--- src/hw/ex_pkg.sv ---
`default_nettype none

package ex_pkg;

	// datapath width used when the top level does not override it
	localparam int DATA_W_DEF = 32;

	// register file address width, 32 gprs
	localparam int REG_ADDR_W = 5;

	// alu opcodes
	typedef enum logic [2:0] {
		ALU_ADD = 3'd0, // arg0 + arg1, also branch target
		ALU_SUB = 3'd1, // arg0 - arg1, wraps
		ALU_AND = 3'd2,
		ALU_OR  = 3'd3,
		ALU_XOR = 3'd4,
		ALU_SLL = 3'd5, // shift by low bits of arg1
		ALU_SRL = 3'd6,
		ALU_SRA = 3'd7  // sign kept
	} alu_op_e;

	// comparator opcodes, 6 of 8 codes used
	typedef enum logic [2:0] {
		CMP_EQ  = 3'd0,
		CMP_NE  = 3'd1,
		CMP_LT  = 3'd2, // signed
		CMP_LTU = 3'd3,
		CMP_GE  = 3'd4, // signed
		CMP_GEU = 3'd5
	} cmp_op_e;

	// stage result select
	typedef enum logic [1:0] {
		EX_OUT_ALU = 2'd0, // alu value
		EX_OUT_CMP = 2'd1, // condition bit, zero extended
		EX_OUT_PCN = 2'd2  // next pc, for link
	} ex_sel_e;

	// memory stage operation
	typedef enum logic [1:0] {
		MEM_NOP   = 2'd0,
		MEM_LOAD  = 2'd1,
		MEM_STORE = 2'd2
	} mem_op_e;

endpackage

`default_nettype wire

--- src/hw/ex_bypass_if.sv ---
`timescale 1ns/1ps
`default_nettype none

// fields that ride from decode straight into the ex/mem register
interface ex_bypass_if import ex_pkg::*; #(
	parameter int DATA_W = DATA_W_DEF
) ();

	logic [REG_ADDR_W-1:0] dst_addr;    // destination gpr
	logic                  gpr_we_n;    // gpr write enable, active low
	mem_op_e               mem_op;      // load / store / none
	logic [DATA_W-1:0]     mem_wr_data; // store data

	modport src (
		output dst_addr,
		output gpr_we_n,
		output mem_op,
		output mem_wr_data
	);

	modport dst (
		input dst_addr,
		input gpr_we_n,
		input mem_op,
		input mem_wr_data
	);

endinterface

`default_nettype wire

--- src/hw/alu.sv ---
`timescale 1ns/1ps
`default_nettype none

module alu import ex_pkg::*; #(
	parameter int DATA_W = DATA_W_DEF
) (
	input  logic [DATA_W-1:0] arg0,
	input  logic [DATA_W-1:0] arg1,
	input  alu_op_e           op,
	output logic [DATA_W-1:0] val  // data result or jump/branch target
);

	localparam int SH_W = $clog2(DATA_W); // shift amount width

	logic [SH_W-1:0] shamt;

	assign shamt = arg1[SH_W-1:0]; // upper bits of arg1 ignored for shifts

	always_comb begin
		val = arg0 + arg1; // default, add
		case (op)
			ALU_ADD: begin
				val = arg0 + arg1;
			end
			ALU_SUB: begin
				val = arg0 - arg1; // modulo 2^DATA_W
			end
			ALU_AND: begin
				val = arg0 & arg1;
			end
			ALU_OR: begin
				val = arg0 | arg1;
			end
			ALU_XOR: begin
				val = arg0 ^ arg1;
			end
			ALU_SLL: begin
				val = arg0 << shamt;
			end
			ALU_SRL: begin
				val = arg0 >> shamt; // zero fill
			end
			ALU_SRA: begin
				val = $unsigned($signed(arg0) >>> shamt); // sign fill
			end
			default: begin
				val = arg0 + arg1;
			end
		endcase
	end

endmodule

`default_nettype wire

--- src/hw/cmp.sv ---
`timescale 1ns/1ps
`default_nettype none

module cmp import ex_pkg::*; #(
	parameter int DATA_W = DATA_W_DEF
) (
	input  logic [DATA_W-1:0] arg0,
	input  logic [DATA_W-1:0] arg1,
	input  cmp_op_e           op,
	output logic              cond // 1 - condition holds
);

	logic eq;  // arg0 == arg1
	logic lt;  // signed less than
	logic ltu; // unsigned less than

	assign eq  = (arg0 == arg1);
	assign lt  = ($signed(arg0) < $signed(arg1));
	assign ltu = (arg0 < arg1);

	always_comb begin
		case (op)
			CMP_EQ:  cond = eq;
			CMP_NE:  cond = ~eq;
			CMP_LT:  cond = lt;
			CMP_LTU: cond = ltu;
			CMP_GE:  cond = ~lt;  // ge is not lt
			CMP_GEU: cond = ~ltu;
			default: cond = 1'b0; // codes 6, 7 unused
		endcase
	end

	// decode must never hand over one of the two spare opcodes
	always_comb begin
		assert ($isunknown(op) || op inside {CMP_EQ, CMP_NE, CMP_LT, CMP_LTU,
			CMP_GE, CMP_GEU})
		else $error("cmp: undefined opcode %0d", op);
	end

endmodule

`default_nettype wire

--- src/hw/ex_stage.sv ---
`timescale 1ns/1ps
`default_nettype none

module ex_stage import ex_pkg::*; #(
	parameter int DATA_W = DATA_W_DEF
) (
	input  logic                  clk,
	input  logic                  rst_n,
	input  logic                  id_valid,       // one instruction this cycle
	ex_bypass_if.dst              byp,            // dst/we/mem bundle from decode
	input  logic [DATA_W-1:0]     alu_val,
	input  logic                  cmp_cond,
	input  ex_sel_e               ex_sel,
	input  logic [DATA_W-1:0]     pc_next,        // pc of following instruction
	input  logic                  jump_en,        // unconditional jump
	input  logic                  branch_en,      // conditional branch
	output logic [DATA_W-1:0]     pc_target,
	output logic                  branch,         // take branch or jump
	output logic                  ex_valid,
	output logic [DATA_W-1:0]     ex_out,
	output logic [REG_ADDR_W-1:0] ex_dst_addr,
	output logic                  ex_gpr_we_n,
	output mem_op_e               ex_mem_op,
	output logic [DATA_W-1:0]     ex_mem_wr_data
);

	logic [DATA_W-1:0] ex_out_d; // selected stage result, into the register

	always_comb begin
		case (ex_sel)
			EX_OUT_ALU: ex_out_d = alu_val;
			EX_OUT_CMP: ex_out_d = {{(DATA_W-1){1'b0}}, cmp_cond};
			EX_OUT_PCN: ex_out_d = pc_next; // link value
			default:    ex_out_d = alu_val;
		endcase
	end

	assign pc_target = alu_val; // alu adds base + offset for targets
	assign branch    = id_valid & (jump_en | (branch_en & cmp_cond));

	// ex/mem pipeline register
	always_ff @(posedge clk or negedge rst_n) begin
		if (!rst_n) begin
			ex_valid       <= 1'b0;
			ex_out         <= '0;
			ex_dst_addr    <= '0;
			ex_gpr_we_n    <= 1'b1;
			ex_mem_op      <= MEM_NOP;
			ex_mem_wr_data <= '0;
		end else if (id_valid) begin
			ex_valid       <= 1'b1;
			ex_out         <= ex_out_d;
			ex_dst_addr    <= byp.dst_addr;
			ex_gpr_we_n    <= byp.gpr_we_n;
			ex_mem_op      <= byp.mem_op;
			ex_mem_wr_data <= byp.mem_wr_data;
		end else begin
			ex_valid    <= 1'b0;    // bubble
			ex_gpr_we_n <= 1'b1;    // no gpr write
			ex_mem_op   <= MEM_NOP; // no memory access
		end
	end

	// select must be meaningful for every real instruction
	a_sel_defined: assert property (@(posedge clk) disable iff (!rst_n)
		id_valid |-> ex_sel inside {EX_OUT_ALU, EX_OUT_CMP, EX_OUT_PCN})
		else $error("ex_stage: undefined ex_sel");

	// decode marks an instruction as jump or branch, not both
	a_jump_xor_branch: assert property (@(posedge clk) disable iff (!rst_n)
		!(jump_en && branch_en))
		else $error("ex_stage: jump_en and branch_en both set");

	// a bubble in the register never carries a gpr write
	a_bubble_no_write: assert property (@(posedge clk) disable iff (!rst_n)
		($past(rst_n) && !ex_valid) |-> ex_gpr_we_n)
		else $error("ex_stage: gpr write on a bubble");

endmodule

`default_nettype wire

--- src/hw/ex_unit.sv ---
`timescale 1ns/1ps
`default_nettype none

module ex_unit import ex_pkg::*; #(
	parameter int DATA_W = DATA_W_DEF
) (
	input  logic                  clk,
	input  logic                  rst_n,
	input  logic                  id_valid,
	input  logic [DATA_W-1:0]     alu_in0,
	input  logic [DATA_W-1:0]     alu_in1,
	input  alu_op_e               alu_op,
	input  logic [DATA_W-1:0]     cmp_in0,
	input  logic [DATA_W-1:0]     cmp_in1,
	input  cmp_op_e               cmp_op,
	input  ex_sel_e               ex_sel,
	input  logic [DATA_W-1:0]     pc_next,
	input  logic                  jump_en,
	input  logic                  branch_en,
	input  logic [REG_ADDR_W-1:0] id_dst_addr,    // bypass in
	input  logic                  id_gpr_we_n,
	input  mem_op_e               id_mem_op,
	input  logic [DATA_W-1:0]     id_mem_wr_data,
	output logic [DATA_W-1:0]     pc_target,      // to fetch, same cycle
	output logic                  branch,
	output logic                  ex_valid,       // to mem stage, registered
	output logic [DATA_W-1:0]     ex_out,
	output logic [REG_ADDR_W-1:0] ex_dst_addr,
	output logic                  ex_gpr_we_n,
	output mem_op_e               ex_mem_op,
	output logic [DATA_W-1:0]     ex_mem_wr_data
);

	logic [DATA_W-1:0] alu_val;  // alu result
	logic              cmp_cond; // comparator result

	ex_bypass_if #(.DATA_W(DATA_W)) byp ();

	// plain bypass ports onto the bundle
	assign byp.dst_addr    = id_dst_addr;
	assign byp.gpr_we_n    = id_gpr_we_n;
	assign byp.mem_op      = id_mem_op;
	assign byp.mem_wr_data = id_mem_wr_data;

	alu #(.DATA_W(DATA_W)) u_alu (
		.arg0 (alu_in0),
		.arg1 (alu_in1),
		.op   (alu_op),
		.val  (alu_val)
	);

	cmp #(.DATA_W(DATA_W)) u_cmp (
		.arg0 (cmp_in0),
		.arg1 (cmp_in1),
		.op   (cmp_op),
		.cond (cmp_cond)
	);

	ex_stage #(.DATA_W(DATA_W)) u_ex_stage (
		.clk            (clk),
		.rst_n          (rst_n),
		.id_valid       (id_valid),
		.byp            (byp),
		.alu_val        (alu_val),
		.cmp_cond       (cmp_cond),
		.ex_sel         (ex_sel),
		.pc_next        (pc_next),
		.jump_en        (jump_en),
		.branch_en      (branch_en),
		.pc_target      (pc_target),
		.branch         (branch),
		.ex_valid       (ex_valid),
		.ex_out         (ex_out),
		.ex_dst_addr    (ex_dst_addr),
		.ex_gpr_we_n    (ex_gpr_we_n),
		.ex_mem_op      (ex_mem_op),
		.ex_mem_wr_data (ex_mem_wr_data)
	);

endmodule

`default_nettype wire

--- config.mk ---
export PLATFORM = sky130hd
export DESIGN_NAME = ex_unit
export DESIGN_NICKNAME = d
export VERILOG_FILES = /design/src/hw/ex_pkg.sv /design/src/hw/ex_bypass_if.sv /design/src/hw/alu.sv /design/src/hw/cmp.sv /design/src/hw/ex_stage.sv /design/src/hw/ex_unit.sv
export SDC_FILE = /design/constraint.sdc
export NUM_CORES = 1
export LEC_CHECK = 0
export BUFFER_PORTS_ARGS = -buffer_cell sky130_fd_sc_hd__buf_2
export CAP_MARGIN = 20
export CORE_ASPECT_RATIO = 1.25
export CORE_MARGIN = 2
export CORE_UTILIZATION = 45
export DETAILED_ROUTE_END_ITERATION = 10
export GPL_TIMING_DRIVEN = 1
export HOLD_SLACK_MARGIN = 0.1
export PLACE_DENSITY = 0.7
export SLEW_MARGIN = 30
export SYNTH_ARGS = -nofsm -noshare
export SYNTH_HDL_FRONTEND = slang
export SYNTH_SLANG_ARGS = --single-unit
export TNS_END_PERCENT = 10
--- constraint.sdc ---
create_clock -name clk -period 13.25 [get_ports clk]
set_clock_uncertainty 0.1 [all_clocks]
set_input_delay 1.9875 -clock clk [delete_from_list [all_inputs] [get_ports clk]]
set_output_delay 1.9875 -clock clk [all_outputs]
set_load 0.05 [all_outputs]
### Yosys cells after proc, flatten, opt, wreduce, memory -nomap -nowiden

Cells that the tools add are included.

* logic and storage cells: 45
* bits in registers: 73
* output and inout bits: 106

* magnitude comparators: 2
* reduce and logical (&&, ||, !) cells: 2
* shift operators: 3
* muxes and demuxes: 6
* equality and inequality tests: 15
* bitwise logic cells: 9
* add/subtract/negate cells: 2

Operator list (count)
* $pmux 32 s8: 1
* $lt 32x32->1: 2
* $pmux 32 s2: 1
* $add 32x32->32: 1
* $and 32x32->32: 1
* $eq 32x32->1: 1
* $or 32x32->32: 1
* $shl 32x5->32: 1
* $shr 32x5->32: 1
* $sshr 32x5->32: 1
* $sub 32x32->32: 1
* $xor 32x32->32: 1
* $eq 3x3->1 const B: 6
* $eq 3x2->1 const B: 4
* $eq 3x1->1 const B: 2
* $logic_not 3->1: 2
* $pmux 1 s6: 1
* $not 1->1: 3
* $and 1x1->1: 2
* $eq 2x1->1 const B: 1
* $eq 2x2->1 const B: 1
* $mux 1: 2
* $mux 2: 1
* $or 1x1->1: 1

### Logic depth before layout (Yosys ltp)

* depth after elaboration: 6
* depth in mapped cells: 22
* depth with buffers taken out: 18

### Cells and area by module

A second synthesis with hierarchy kept.

* cell total of the unflattened synthesis: 1495
* area total of the unflattened synthesis: 11885.1 sq um

By module, submodules not included
* alu: seq. area each 0.0 sq um, instances 1, area each 7737.4 sq um, cells each 1108
* ex_stage: seq. area each 1828.0 sq um, instances 1, area each 3264.4 sq um, cells each 270
* cmp: seq. area each 0.0 sq um, instances 1, area each 883.3 sq um, cells each 117

### Worst setup path before layout

No wires, ideal clock.

* path kind: input port to output port
* start: input port alu_op[2]
* end: output port pc_target[18]
* slack: 4.529 ns
* stages: 15
* arrival time: 6.634 ns
* cells stage by stage: clkbuf_1 -> or2_2 -> nor2_1 -> clkbuf_1 -> clkbuf_1 -> nor2_1 -> xnor2_1 -> ha_1 -> and3_1 -> a221oi_1 -> o21ai_1 -> a211o_1 -> a21oi_2 -> nor3_1 -> nor4_1

* word-level cells in the longest chain between the ends: 2
* elaborated cells between the ends (all ways): 9
* classes of those cells: eq/ne (7); mux (1); reduce/logical (1)

RTL lines
* from (decl): line ex_unit.sv:12 `input alu_op_e alu_op,`
* $eq 3x3->1, or another cell as far along: line alu.sv:21 `case (op)`
* $pmux 32 s8 *: line alu.sv:21
* to (decl): line ex_unit.sv:24 `output logic [DATA_W-1:0] pc_target,`

Every way passes the cells marked *; elsewhere a longest branch is shown, timed or not.

### Worst setup path after layout

* start: input port alu_in1[1]
* end: output port pc_target[31]

* word-level cells in the longest chain between the ends: 2
* elaborated cells between the ends (all ways): 6
* classes of those cells: add/sub (2); shift (3); mux (1)

RTL lines
* from (decl): line ex_unit.sv:11 `input logic [DATA_W-1:0] alu_in1,`
* $sub 32x32->32, or another cell as far along: line alu.sv:26 `val = arg0 - arg1;`
* $pmux 32 s8 *: line alu.sv:21

Marks and branches as above.

==> results.txt <==
----------------------------------------------------
[Floorplanning]
  Number of I/O pins ... 319
  Number of placement rows ... 66
  Initial core utilization ... 45.33%
  CORE AREA ... 25850 um2
  Width of the chip ... 148.3 um
  Area of the die ... 27350 um2
  DIE HEIGHT ... 184.4 um

[Worst setup path]
  Cell type of the slowest stage on the worst timing path ... sky130_fd_sc_hd__o41ai_2
  Buffers and inverters on the worst path ... 5
  Type of destination of the critical path ... output port
  CP max stage delay ... 0.53 ns
  Data required, critical path ... 11.16 ns
  Logic depth of the worst register-to-register path ... 3
  Origin of the worst setup path ... alu_in1[1]
  Crit Path Class ... in2out
  Critical register-to-register path startpoint ... u_ex_stage.ex_out[0]
  Top Family by Delay on Critical Path ... compound AO/OA/AOI/OAI gates
  Worst-case register-to-register setup slack ... 11.80 ns
  Arrival time at the worst endpoint ... 7.37 ns
  Number of cells on the critical path ... 20
  Capture point of the worst reg-to-reg path ... u_ex_stage.ex_out[0]
  Crit path to ... pc_target[31]
  CP Max Fanout ... 39
  Kind of start point of the critical path ... input pin
  Critical-path cell list ... buf_2 -> buf_4 -> inv_1 -> ha_1 -> nand3_1 -> nor3_1 -> inv_1 -> o41ai_2 -> a31oi_1 -> xnor2_1 -> ha_1 -> a21oi_1 -> o21bai_1 -> a31o_2 -> a21o_1 -> a211oi_1 -> a31oi_1 -> xnor2_1 -> o21ai_1 -> buf_2

[Detailed routing]
  Number of vias after detailed routing ... 13210
  Residual DRC ... 0
  Total Wirelength ... 54890 um
  Post-DR wirelength/cell ... 26.62 um
  Number of nets with antenna violations after routing ... 0
  DR vias/cell ... 6.406
  Router iterations before antenna repair ... 8
  Iter 0 DRT Violations ... 1395

[Finish]
  Final non-filler cell total ... 2062
  Number of nets in the layout ... 2061
  Most common cell after layout, fill and taps aside ... sky130_fd_sc_hd__buf_2
  Area Growth Syn to Fin ... 17.48%
  Commonest non-fill, non-tap cells in the layout ... sky130_fd_sc_hd__buf_2, sky130_fd_sc_hd__nor2_1, sky130_fd_sc_hd__ha_1
  Final cell area excluding filler cells ... 13770 um2
  Share of post-route cells with drive strength above 1 ... 27.66%
  Fin util ... 53.26%

[Clock tree]
  Clk root buf ... sky130_fd_sc_hd__clkbuf_16
  Clock sink total ... 73
  Count of H-tree levels built during CTS ... 3
  Post-CTS Resized ... 0
  Clock latency of the later-clocked register in the worst-skew pair ... 0.33 ns
  Buffer count from post-CTS setup fixing ... 0
  Hold-fix buffers at CTS ... 0
  TritonCTS clock tree ... done
  Clock slew seen by the registers of the worst setup and hold paths ... 0.06 ns
  Total clock buffers created by CTS ... 9
  Number of buffers on the longest clock path ... 2

[GRT]
  Global-route usage over all layers ... 39.11%
  Maximum number of pins on one net before global-route repair ... 80
  First-pass GRT wire length ... 79380 um
  Antenna violations before repair ... 8
  Overall overflow remaining after global route ... 0
  Number of global-route vias before repair ... 12530

[STA]
  Final period demand of the worst path ... 9.458 ns
  Setup violation total in the final timing report ... 0
  Actual slew at the worst max-slew pin ... 0.8409 ns
  Setup_tns ... 0 ns
  RSZ-0062 raised after global routing ... false
  Final hold vios ... 0
  Upper clock frequency limit ... 0.1057 GHz
  Slew HR ... 43.35%
  Period utilisation layout ... 71.38%
  Max-slew violation count ... 0

[Synthesis]
  Post-synthesis async set-or-reset flop share ... 100.0%
  Commonest register cell after synthesis ... sky130_fd_sc_hd__dfrtp_1
  Total number of yosys warnings ... 0
  Syn nets ... 1814
  Post-synthesis cell area ... 11720 um2
  Netlist cell types ... 76
  Cells after synthesis ... 1469
  Synth Area per Inst ... 7.977 um2
  Seq cells post-synth ... 73
  Register area share after synthesis ... 15.60%
  Post-synth EDFFs ... 0

[Power]
  Maximum ir drop on the vdd rail ... 0.00006623 V
  Leakage power ... 6.516 nW
  Power density over cell area ... 90.69 nW/um2

[Status]
  Run status ... complete, no violations

[Placement]
  HPWL after detailed placement ... 44170 um
  Number of buffer cells added on primary ports ... 318
  Routability Congestion ... 1.059
  Placed Area ... 13460 um2
  Count of placed standard cells including taps ... 2045

[Worst hold path]
  HP Class ... reg2reg

[Flow run]
  MaxCap Viol Count ... 0

----------------------------------------------------
## cell type report
type / count / area (um2)
Antenna cell: 1 / 2.502
Sequential cell: 73 / 1828
Tap cell: 340 / 425.4
Clock inverter: 7 / 78.83
Inverter: 119 / 446.7
Multi-Input combinational cell: 1176 / 9014
Timing Repair Buffer: 337 / 1745
Clock buffer: 9 / 225.2
Fill cell: 2503 / 12080
## routing by layer
layer | vias up | share of wire, % | GRT usage, %
li1 | 5884 | - | -
met1 | 6248 | 36 | 45.48
met2 | 884 | 48 | 68.15
met3 | 188 | 9.3 | 6.089
met4 | 6 | 6.8 | 22.63
met5 | - | 0.073 | 0
## cells by family (layout without fill, tap and decap cells)
kind of cell	after synthesis	after routing	share of synthesized area [%]
buffers and inverters	220	472	7.517
other	0	1	0
XOR/XNOR	52	52	3.887
multiplexers	135	135	18.61
AND/OR/NAND/NOR	440	440	16.91
adder cells (fa/ha/maj)	132	132	14.16
flip-flops	73	73	15.60
AO/OA/AOI/OAI	417	417	23.31
## sequential cells by signal (all words and copies together), names as in the netlist
signal,cells
u_ex_stage.ex_gpr_we_n,1
u_ex_stage.ex_valid,1
u_ex_stage.ex_mem_wr_data,32
u_ex_stage.ex_out,32
u_ex_stage.ex_mem_op,2
u_ex_stage.ex_dst_addr,5
## cells in the mapped netlist (all sizes together) (12+ instances only)
master / n / area share, %
nand4: 23 / 1.2
xnor2: 42 / 3.1
inv: 118 / 3.8
nor2: 201 / 6.4
clkbuf: 70 / 2.2
buf: 31 / 1.5
mux2: 43 / 4.1
nand2: 96 / 3.1
or3: 12 / 0.64
o21ai: 88 / 3.8
a21oi: 121 / 5.3
a21o: 31 / 2.0
mux2i: 30 / 2.6
dfrtp: 72 / 15
and2: 12 / 0.64
nand3: 26 / 1.1
a211oi: 28 / 1.8
a31oi: 23 / 1.2
o211ai: 16 / 1.0
nor3: 25 / 1.2
ha: 131 / 14
a221oi: 18 / 1.4
mux4: 62 / 12
a22oi: 15 / 0.96
## worst min-delay path by stage
stage	end	slack [ns]	depth (start not counted)	startpoint
after floorplan	u_ex_stage.ex_out[16]	0.67	2	u_ex_stage.ex_out[16]
after global placement	u_ex_stage.ex_out[16]	0.37	2	u_ex_stage.ex_out[16]
after detailed placement	u_ex_stage.ex_mem_wr_data[31]	0.39	1	u_ex_stage.ex_mem_wr_data[31]
after CTS	u_ex_stage.ex_mem_wr_data[31]	0.40	1	u_ex_stage.ex_mem_wr_data[31]
after global routing	u_ex_stage.ex_mem_wr_data[31]	0.42	1	u_ex_stage.ex_mem_wr_data[31]
final	u_ex_stage.ex_mem_wr_data[10]	0.40	1	u_ex_stage.ex_mem_wr_data[10]
## report_power, final
| group | total (mW) | internal [mW] | switching [mW] |
|---|---|---|---|
| sequential | 0.264 | 0.250 | 0.0142 |
| combinational | 0.743 | 0.227 | 0.516 |
| clock | 0.241 | 0.147 | 0.0940 |
| total | 1.25 | 0.624 | 0.624 |
## stage by stage
stage / hold slack (ns) / setup WS, ns / power, mW
after floorplan: 0.6704 / 4.529 / 0.7469
after global placement: 0.3698 / 4.006 / 0.9913
after detailed placement: 0.3895 / 3.952 / 0.9926
after CTS: 0.4022 / 3.927 / 1.237
after global routing: 0.4166 / 3.463 / 1.302
final: 0.4015 / 3.792 / 1.248
No activity file was read; power rests on OpenSTA's default activity.
